**src/recovery_pkg.sv**
```systemverilog
// Register map, sample/result/status types and FIFO depth default for the recovery datapath
package recovery_pkg;

    localparam int unsigned default_depth = 8;

    // Byte offsets within the decoded addr[4:0]
    localparam logic [4:0] addr_sample  = 5'h00;
    localparam logic [4:0] addr_control = 5'h04;
    localparam logic [4:0] addr_clean   = 5'h08;
    localparam logic [4:0] addr_status  = 5'h0C;
    localparam logic [4:0] addr_count   = 5'h10;

    // Matches wdata[8:0] of a sample write
    typedef struct packed {
        logic       restart;
        logic [7:0] value;
    } sample_t;

    // Consumer output as seen by the slave
    typedef struct packed {
        logic [15:0] count;
        logic [7:0]  clean;
    } result_t;

    // STATUS register layout
    typedef struct packed {
        logic [21:0] reserved;
        logic        empty;
        logic        full;
        logic [7:0]  level;
    } status_t;

endpackage

```
**src/axil_pkg.sv**
```systemverilog
// AXI4-Lite channel payload types and response codes shared by the top level and the slave
package axil_pkg;

    // Write response travels as this bare code
    typedef enum logic [1:0] {
        resp_okay   = 2'b00,
        resp_slverr = 2'b10
    } axil_resp_t;

    // Write address channel
    typedef struct packed {
        logic [31:0] addr;
        logic [2:0]  prot;
    } axil_aw_t;

    // Write data channel
    typedef struct packed {
        logic [31:0] data;
        logic [3:0]  strb;
    } axil_w_t;

    // Read address channel
    typedef struct packed {
        logic [31:0] addr;
        logic [2:0]  prot;
    } axil_ar_t;

    // Read data channel
    typedef struct packed {
        logic [31:0] data;
        axil_resp_t  resp;
    } axil_r_t;

endpackage
```
**src/signal_recovery_top.sv**
```systemverilog
// Top level of the recovery block that wires the AXI4-Lite slave, sample FIFO and majority voter
module signal_recovery_top #(
    parameter int unsigned depth = recovery_pkg::default_depth,
    localparam int unsigned level_w = $clog2(depth) + 1
) (
    input  logic                 clk_buf2,
    input  logic                 rst_n_buf1,
    input  axil_pkg::axil_aw_t   aw,
    input  logic                 awvalid,
    output logic                 awready,
    input  axil_pkg::axil_w_t    w,
    input  logic                 wvalid,
    output logic                 wready,
    output axil_pkg::axil_resp_t bresp,
    output logic                 bvalid,
    input  logic                 bready,
    input  axil_pkg::axil_ar_t   ar,
    input  logic                 arvalid,
    output logic                 arready,
    output axil_pkg::axil_r_t    r,
    output logic                 rvalid,
    input  logic                 rready
);

    logic                  push;
    recovery_pkg::sample_t push_item;
    logic                  pop;
    recovery_pkg::sample_t pop_item;
    logic                  full;
    logic                  empty;
    logic [level_w-1:0]    level;
    logic                  pause;
    recovery_pkg::result_t result;

    axil_reg_slave #(
        .depth (depth)
    ) i_axil_reg_slave (
        .clk_buf2   (clk_buf2),
        .rst_n_buf1 (rst_n_buf1),
        .aw         (aw),
        .awvalid    (awvalid),
        .awready    (awready),
        .w          (w),
        .wvalid     (wvalid),
        .wready     (wready),
        .bresp      (bresp),
        .bvalid     (bvalid),
        .bready     (bready),
        .ar         (ar),
        .arvalid    (arvalid),
        .arready    (arready),
        .r          (r),
        .rvalid     (rvalid),
        .rready     (rready),
        .push       (push),
        .push_item  (push_item),
        .full       (full),
        .level      (level),
        .empty      (empty),
        .pause      (pause),
        .result     (result)
    );

    sample_fifo #(
        .depth  (depth),
        .item_t (recovery_pkg::sample_t)
    ) i_sample_fifo (
        .clk_buf2   (clk_buf2),
        .rst_n_buf1 (rst_n_buf1),
        .push       (push),
        .push_item  (push_item),
        .pop        (pop),
        .pop_item   (pop_item),
        .full       (full),
        .empty      (empty),
        .level      (level)
    );

    majority_recovery i_majority_recovery (
        .clk_buf2   (clk_buf2),
        .rst_n_buf1 (rst_n_buf1),
        .empty      (empty),
        .pause      (pause),
        .pop        (pop),
        .pop_item   (pop_item),
        .result     (result)
    );

endmodule

```
**src/axil_reg_slave.sv**
```systemverilog
// AXI4-Lite register slave that turns sample writes into FIFO pushes and answers status reads
module axil_reg_slave #(
    parameter int unsigned depth = recovery_pkg::default_depth,
    localparam int unsigned level_w = $clog2(depth) + 1
) (
    input  logic                  clk_buf2,
    input  logic                  rst_n_buf1,
    input  axil_pkg::axil_aw_t    aw,
    input  logic                  awvalid,
    output logic                  awready,
    input  axil_pkg::axil_w_t     w,
    input  logic                  wvalid,
    output logic                  wready,
    output axil_pkg::axil_resp_t  bresp,
    output logic                  bvalid,
    input  logic                  bready,
    input  axil_pkg::axil_ar_t    ar,
    input  logic                  arvalid,
    output logic                  arready,
    output axil_pkg::axil_r_t     r,
    output logic                  rvalid,
    input  logic                  rready,
    output logic                  push,
    output recovery_pkg::sample_t push_item,
    input  logic                  full,
    input  logic [level_w-1:0]    level,
    input  logic                  empty,
    output logic                  pause,
    input  recovery_pkg::result_t result
);

    logic [4:0]            waddr;
    logic [4:0]            raddr;
    logic                  write_go;
    logic                  read_go;
    logic                  read_take;
    recovery_pkg::status_t status;
    axil_pkg::axil_r_t     rd_word;

    assign waddr = aw.addr[4:0];
    assign raddr = ar.addr[4:0];

    // Both write channels present and no response outstanding
    assign write_go = awvalid && wvalid && !bvalid;

    always_ff @(posedge clk_buf2 or negedge rst_n_buf1) begin
        if (!rst_n_buf1) begin
            awready <= 1'b0;
            wready  <= 1'b0;
            bvalid  <= 1'b0;
            bresp   <= axil_pkg::resp_okay;
            push    <= 1'b0;
            pause   <= 1'b0;
        end else begin
            awready <= write_go;
            wready  <= write_go;
            push    <= 1'b0;
            if (write_go) begin
                bvalid <= 1'b1;
                bresp  <= axil_pkg::resp_okay;
                case (waddr)
                    recovery_pkg::addr_sample: begin
                        if (w.strb[0]) begin
                            // Refuse the sample rather than overwrite
                            if (full) begin
                                bresp <= axil_pkg::resp_slverr;
                            end else begin
                                push <= 1'b1;
                            end
                        end
                    end
                    recovery_pkg::addr_control: begin
                        if (w.strb[0]) begin
                            pause <= w.data[0];
                        end
                    end
                    default: bresp <= axil_pkg::resp_slverr;
                endcase
            end else if (bready) begin
                bvalid <= 1'b0;
            end
        end
    end

    // Sample payload with restart taken from byte 1
    always_ff @(posedge clk_buf2) begin
        if (write_go) begin
            push_item.value   <= w.data[7:0];
            push_item.restart <= w.data[8] & w.strb[1];
        end
    end

    // Pulse arready once, then capture data on the handshake edge
    assign read_go   = arvalid && !arready && !rvalid;
    assign read_take = arvalid && arready;

    always_ff @(posedge clk_buf2 or negedge rst_n_buf1) begin
        if (!rst_n_buf1) begin
            arready <= 1'b0;
            rvalid  <= 1'b0;
        end else begin
            arready <= read_go;
            if (read_take) begin
                rvalid <= 1'b1;
            end else if (rready) begin
                rvalid <= 1'b0;
            end
        end
    end

    always_comb begin
        status          = '0;
        status.level    = 8'(level);
        status.full     = full;
        status.empty    = empty;
        rd_word.data    = '0;
        rd_word.resp    = axil_pkg::resp_okay;
        case (raddr)
            recovery_pkg::addr_sample:  rd_word.data = '0;
            recovery_pkg::addr_control: rd_word.data = {31'd0, pause};
            recovery_pkg::addr_clean:   rd_word.data = {24'd0, result.clean};
            recovery_pkg::addr_status:  rd_word.data = status;
            recovery_pkg::addr_count:   rd_word.data = {16'd0, result.count};
            default:                    rd_word.resp = axil_pkg::resp_slverr;
        endcase
    end

    always_ff @(posedge clk_buf2) begin
        if (read_take) begin
            r <= rd_word;
        end
    end

    a_bvalid_hold: assert property (@(posedge clk_buf2) disable iff (!rst_n_buf1)
        bvalid && !bready |=> bvalid);

    a_rvalid_hold: assert property (@(posedge clk_buf2) disable iff (!rst_n_buf1)
        rvalid && !rready |=> rvalid);

    // The full check is made a cycle before the push lands
    a_push_not_full: assert property (@(posedge clk_buf2) disable iff (!rst_n_buf1)
        push |-> !full);

endmodule

```
**src/majority_recovery.sv**
```systemverilog
// Consumer that drains the FIFO and votes each bit over the three newest samples
module majority_recovery (
    input  logic                  clk_buf2,
    input  logic                  rst_n_buf1,
    input  logic                  empty,
    input  logic                  pause,
    output logic                  pop,
    input  recovery_pkg::sample_t pop_item,
    output recovery_pkg::result_t result
);

    // hist[0] is the newest entry
    logic [7:0] hist [3];
    logic [7:0] next_hist [3];

    assign pop = !empty && !pause;

    always_comb begin
        if (pop_item.restart) begin
            next_hist[0] = pop_item.value;
            next_hist[1] = pop_item.value;
            next_hist[2] = pop_item.value;
        end else begin
            next_hist[0] = pop_item.value;
            next_hist[1] = hist[0];
            next_hist[2] = hist[1];
        end
    end

    always_ff @(posedge clk_buf2 or negedge rst_n_buf1) begin
        if (!rst_n_buf1) begin
            hist[0] <= '0;
            hist[1] <= '0;
            hist[2] <= '0;
            result  <= '0;
        end else if (pop) begin
            hist         <= next_hist;
            // Bitwise two-of-three vote
            result.clean <= (next_hist[0] & next_hist[1]) |
                            (next_hist[0] & next_hist[2]) |
                            (next_hist[1] & next_hist[2]);
            result.count <= result.count + 16'd1;
        end
    end

    a_pop_needs_data: assert property (@(posedge clk_buf2) disable iff (!rst_n_buf1)
        pop |-> !empty);

endmodule

```
**src/sample_fifo.sv**
```systemverilog
// Synchronous circular-buffer FIFO whose payload type is set by the instantiating module
module sample_fifo #(
    parameter int unsigned depth = recovery_pkg::default_depth,
    parameter type item_t = logic [7:0],
    localparam int unsigned ptr_w = $clog2(depth),
    localparam int unsigned level_w = ptr_w + 1
) (
    input  logic               clk_buf2,
    input  logic               rst_n_buf1,
    input  logic               push,
    input  item_t              push_item,
    input  logic               pop,
    output item_t              pop_item,
    output logic               full,
    output logic               empty,
    output logic [level_w-1:0] level
);

    item_t            mem [depth];
    logic [ptr_w-1:0] wr_ptr;
    logic [ptr_w-1:0] rd_ptr;

    always_ff @(posedge clk_buf2) begin
        if (push) begin
            mem[wr_ptr] <= push_item;
        end
    end

    // Pointers wrap on their own since depth is a power of two
    always_ff @(posedge clk_buf2 or negedge rst_n_buf1) begin
        if (!rst_n_buf1) begin
            wr_ptr <= '0;
            rd_ptr <= '0;
            level  <= '0;
        end else begin
            if (push) begin
                wr_ptr <= wr_ptr + 1'b1;
            end
            if (pop) begin
                rd_ptr <= rd_ptr + 1'b1;
            end
            case ({push, pop})
                2'b10:   level <= level + 1'b1;
                2'b01:   level <= level - 1'b1;
                default: level <= level;
            endcase
        end
    end

    // Head of queue straight from storage
    assign pop_item = mem[rd_ptr];
    assign full     = (level == level_w'(depth));
    assign empty    = (level == '0);

    a_no_overflow: assert property (@(posedge clk_buf2) disable iff (!rst_n_buf1)
        full |-> !push);

    a_no_underflow: assert property (@(posedge clk_buf2) disable iff (!rst_n_buf1)
        empty |-> !pop);

endmodule

```
**config.mk**
```make
export PLATFORM = sky130hd
export DESIGN_NAME = signal_recovery_top
export DESIGN_NICKNAME = d
export VERILOG_FILES = /design/src/recovery_pkg.sv /design/src/axil_pkg.sv /design/src/signal_recovery_top.sv /design/src/axil_reg_slave.sv /design/src/majority_recovery.sv /design/src/sample_fifo.sv
export SDC_FILE = /design/constraint.sdc
export NUM_CORES = 1
export LEC_CHECK = 0
export BUFFER_PORTS_ARGS = -buffer_cell sky130_fd_sc_hd__buf_2
export CORE_MARGIN = 2
export CORE_UTILIZATION = 57
export DETAILED_ROUTE_END_ITERATION = 12
export PLACE_DENSITY_LB_ADDON = 0.08
export SETUP_SLACK_MARGIN = 0.2
export SLEW_MARGIN = 20
export SYNTH_ARGS = -nofsm -noshare
export SYNTH_HDL_FRONTEND = slang
export SYNTH_SLANG_ARGS = --single-unit
```
**constraint.sdc**
```tcl
create_clock -name clk_buf2 -period 6.8 [get_ports clk_buf2]
set_input_delay 0 -clock clk_buf2 [delete_from_list [all_inputs] [get_ports clk_buf2]]
set_output_delay 0 -clock clk_buf2 [all_outputs]
set_load 0.01 [all_outputs]
```
---- Word level (Yosys, flattened, before mapping) ----
Memories as Yosys holds them, arrays and structs flattened.
Cells that the tools add are included.
operators by class
  multiplexer cells ....................... 17
  bitwise operators ....................... 6
  reduce and logical (&&, ||, !) cells .... 19
  $add $sub $neg .......................... 5
  eq/ne operators ......................... 8
operators with widths
  kind                                                  number
  one-hot mux 16 bit (4 select lines)                   1
  bitwise AND 8 bit                                     3
  adder 16 x 1 -> 16 bit (second input constant)        1
  2-to-1 mux 16 bit                                     1
  bitwise OR 8 bit                                      2
  equality test 5 x 3 -> 1 bit (second input constant)  2
  equality test 5 x 4 -> 1 bit (second input constant)  2
  logical NOT 5 bit                                     2
  2-to-1 mux 1 bit                                      10
  one-hot mux 4 bit (2 select lines)                    1
  adder 3 x 1 -> 3 bit (second input constant)          2
  logical AND 1 bit                                     6
  2-to-1 mux 2 bit                                      3
  nonzero test 2 bit                                    3
  equality test 5 bit (second input constant)           1
  logical NOT 1 bit                                     5
  OR reduction 5 bit                                    1
  adder 4 x 1 -> 4 bit (second input constant)          1
  equality test 4 bit (second input constant)           1
  logical NOT 4 bit                                     1
  one-hot mux 2 bit (2 select lines)                    1
  subtractor 4 x 1 -> 4 bit (second input constant)     1
  AND reduction 3 bit                                   1
  equality test 2 x 1 -> 1 bit (second input constant)  1
  2 further kinds                                       2
word-level totals
  logic and storage cells ................. 74
  input port bits ......................... 113
  memories kept ........................... 1
  bits in writable memories ............... 72
  output and inout port bits .............. 41
  register bits after elaboration ......... 101
memory list
  name               words  bits a word  read ports  clocked after Yosys merged registers in  wr ports  line               text
  i_sample_fifo.mem  8      9            1           0                                        1         sample_fifo.sv:19  item_t mem [depth];

---- Depth between registers and ports, before layout ----
  depth in word-level cells ............... 5
  mapped depth ............................ 14

---- By module ----
A second synthesis with hierarchy kept.
unflattened totals
  cell total of the unflattened synthesis .. 441
  area, all modules ....................... 6,662.6 sq um
modules (own cells, without submodules)
  module             area an instance (sq um)  times used  cells an instance
  sample_fifo        3,347.0                   1           158
  majority_recovery  1,823.0                   1           178
  axil_reg_slave     1,492.7                   1           105

---- Worst setup path after synthesis ----
Ideal clock, no wire load.
  kind .................................... reg2reg
  start point ............................. register i_sample_fifo.level[1]
  end point ............................... register i_sample_fifo.level[2]
  buffers on the path ..................... 4
  arrival ................................. 2.615 ns
  required time ........................... 6.675 ns
  cell stages (with the launch flop) ...... 15
  slack ................................... 4.059 ns
  setup time .............................. 0.125 ns
  path through ............................ dfrtp_1 clkbuf_2 nor4_1 or2_2 buf_2 inv_2 clkbuf_1 ha_1 clkbuf_1 xor2_1 ha_1 a21oi_1 xor2_1 nor2_1 xor2_1
on the way
  word-level cells in the longest chain between the ends .. 5
  elaborated cells on any way between the ends .. 9
  classes of those cells .................. 2 x add/sub; 2 x eq/ne; 1 x mux; 4 x reduce/logical
ends and longest elaborated chain
  item                                                                             line                     text
  start, declared                                                                  sample_fifo.sv:16        output logic [level_w-1:0] level
  start signal, assigned                                                           sample_fifo.sv:43        2'b10: level <= level + 1'b1;
  start signal, assigned                                                           sample_fifo.sv:44        2'b01: level <= level - 1'b1;
  start signal, assigned                                                           sample_fifo.sv:45        default: level <= level;
  logical NOT 4 bit                                                                sample_fifo.sv:53        assign empty = (level == '0);
  logical NOT 1 bit                                                                majority_recovery.sv:16  assign pop = !empty && !pause;
  logical AND 1 bit                                                                majority_recovery.sv:16
  equality test 2 x 1 -> 1 bit / equality test 2 bit (equally long branches)       sample_fifo.sv:42        case ({push, pop})
  one-hot mux 4 bit (2 select lines) / nonzero test 2 bit (equally long branches)  -
Several ways; a longest one is shown, not always the timed one.
A chain may end at the register's enable or synchronous reset.

---- Worst setup path in the final report ----
Ends and elaborated chain as after synthesis.

==> results.yml <==
floorplanning:
  die_h_um: 110.8
  rows: 39
  num_io_pins: 154
  die_w_um: 110.8
  die_area_sq_mm: 0.01228
  start_util: 0.5770
  core_sq_mm: 0.01127
global_routing:
  grt_max_degree: 58
  antenna_found_initial: 0
  gr-total-overflow: 0
  grt.total_usage: 0.1983
  grt_pass1_vias: 3766
  grt_pass1_wl_mm: 18.61
sta:
  finalClockSkew_ns: 0.008234
  setup_viol: 0
  finalSetupTns_ns: 0
  rsz0062_at_grt: "false"
  finalCritPeriodShare: 0.5070
  report.final.slew_viol_count: 0
  relSlewSlack: 0.2919
  fin_crit_ns: 3.448
  fin_ws_ns: 3.352
  hold_viol: 0
  worst_slew_pin_slew_ns: 1.058
  fmax_mhz: 290.1
critical_path:
  r2r-start: "i_sample_fifo.level[1]"
  worstPathRequired_ns: 7.09
  critPathCaptureType: "flop"
  cp-start-kind: "flop"
  critPathArrivalTime_ns: 3.74
  crit_fanout: 46
  startpoint: "i_sample_fifo.level[1]"
  rrSetupSlack_ns: 3.35
  worstSetupPathType: "flop to flop"
cts:
  ctsHtreeMaxLevel: 4
  cts_hold_buffers: 24
  cts_tree: "built"
  cts_resized: 0
  path_clk_slew_ns: 0.06
  worstSkewPairLatency_ns: 0.41
  cts.root.buffer_cell: "clkbuf_16"
  cts.path.max_buffers: 2
  cts_buffers: 17
  clock-sinks: 155
  cts_setup_buffers: 0
final_layout:
  fin_cells: 677
  final_common_cell: "edfxtp_1"
  antennaDiodeCount: 0
  most-common-layout-cells: "edfxtp_1, dfrtp_1, buf_2"
  syn2layout_area_growth_pct: 15.60
  drive_above_1_share: 0.2154
  fillers: 799
  final_nets: 640
power:
  power.leakage_nw: 2.964
  power_density_mw_per_mm2: 380.0
  irDropWorstVdd_mv: 0.2195
routing:
  num_vias: 3654
  wl_per_cell_um: 16.69
  drt_iter0_markers: 170
  wl_mm: 11.30
  viasPerCell: 5.397
  drcViolationCount: 0
  drt_pre_antenna_iters: 4
  antenna_left: 0
synthesis:
  avgSynthCellArea_sq_um: 14.55
  seq_area_frac_synth: 0.6718
  synth-edff-count: 98
  synth.distinct_cells: 45
  synth-main-ff-cell: "edfxtp_1"
  syn_inst: 447
  ys_seq_elements: 155
  syn_area_sq_mm: 0.006504
  synth_warnings: 0
  synthArstFlopShare: 0.3677
placement:
  portBuffers: 50
  gp_routability_congestion: 0.8348
  dp_cells: 621
  place_hpwl_mm: 6.925
  dpl_worst_slack_ns: 3.362
worst_hold_path:
  min_path_type: "primary input to flop"
  min_from: "ar[6]"
job:
  max-cap-violations: 0
status:
  status: "completed"
per-stage QoR:
stage / hold WS [ns] / util / cell area, sq um / total power [mW]
5_1_grt: 0.05019 / 0.6670 / 7518 / 3.036
2_1_floorplan: -0.2956 / - / 6568 / 1.928
4_1_cts: 0.01258 / 0.6669 / 7517 / 2.881
3_5_place_dp: 0.1787 / 0.6002 / 6765 / 2.054
6_report: 0.02653 / 0.6670 / 7518 / 2.857
3_3_place_gp: 0.1767 / 0.6002 / 6765 / 2.022
area by class of cell:
cell class | instances | area (sq um) | area share
repair buffers | 76 | 505.5 | 0.06723
clock inverters | 14 | 82.58 | 0.01098
well taps | 143 | 178.9 | 0.02380
clock buffers | 18 | 429.2 | 0.05708
flip-flops and latches | 155 | 4370 | 0.5813
inverters | 10 | 37.54 | 0.004993
multi-input cells | 261 | 1914 | 0.2546
cells in the mapped netlist (4+ instances only):
master	instances	share of area
a22o_1	5	0.0067
a22oi_1	4	0.0046
and2_1	8	0.0077
and3_1	5	0.0048
buf_2	8	0.0062
buf_4	19	0.022
buf_6	4	0.0069
clkbuf_1	5	0.0029
dfrtp_1	57	0.22
edfxtp_1	98	0.45
ha_1	6	0.012
inv_1	9	0.0052
mux2_2	11	0.019
mux2i_1	9	0.014
mux4_2	18	0.062
nand2_1	38	0.022
nand3_1	10	0.0077
nor2_1	34	0.020
nor2b_1	7	0.0067
nor3_1	7	0.0054
o21a_1	7	0.0081
o21ai_0	5	0.0038
o21ai_1	14	0.011
o22ai_1	7	0.0067
xnor2_1	16	0.022
xor2_1	8	0.011
metal layers:
| metal | GRT usage | part of all wire | vias up |
|---|---|---|---|
| met4 | 0.09917 | 0.024 | 0 |
| met1 | 0.2428 | 0.43 | 1792 |
| li1 | - | - | 1760 |
| met2 | 0.3329 | 0.51 | 84 |
| met5 | 0 | 0 | - |
| met3 | 0.04647 | 0.036 | 18 |
logic make-up after synthesis:
kind of cell | count (synthesis) | share of synthesized area
and+or+nand+nor | 122 | 0.08773
DFF | 155 | 0.6718
adders and majority gates | 6 | 0.01154
other | 1 | 0.0005766
AOI/OAI and AO/OA | 53 | 0.05560
xor gates and xnor gates | 24 | 0.03232
buffers and inverters | 48 | 0.04521
muxes | 38 | 0.09523
sequential cells by signal (all words and copies together) (netlist names), 3 cells and up:
| signal | cells |
|---|---|
| i_sample_fifo.mem | 72 |
| i_majority_recovery.result | 24 |
| i_axil_reg_slave.r | 17 |
| i_majority_recovery.hist | 16 |
| i_axil_reg_slave.push_item | 9 |
| i_sample_fifo.level | 4 |
| i_sample_fifo.rd_ptr | 3 |
| i_sample_fifo.wr_ptr | 3 |
final timing paths:
kind | endpoint | depth (start not counted)
min | i_axil_reg_slave.r[2] | 3
max in group asynchronous | i_sample_fifo.rd_ptr[1] | 3
max | i_sample_fifo.level[2] | 10
min in group asynchronous | i_majority_recovery.result[7] | 3
max reg2reg | i_sample_fifo.level[2] | 10
min reg2reg | i_axil_reg_slave.arready | 1
worst max-delay path, stage by stage (launching register included):
cell and delay (ns):
dfrtp_1 0.46, nor4_1 0.47, or2_2 0.74, inv_2 0.36, ha_1 0.39, xor2_1 0.17, ha_1 0.19, a21oi_1 0.15
xor2_1 0.16, nor2_1 0.06, xor2_1 0.14
report_power, final:
part           leakage, nW  switching (mW)  internal [mW]
registers             1.60           0.171           1.15
logic                 1.12           0.354          0.375
clock network        0.241           0.354          0.458
Power figures use the tool's default switching activity.
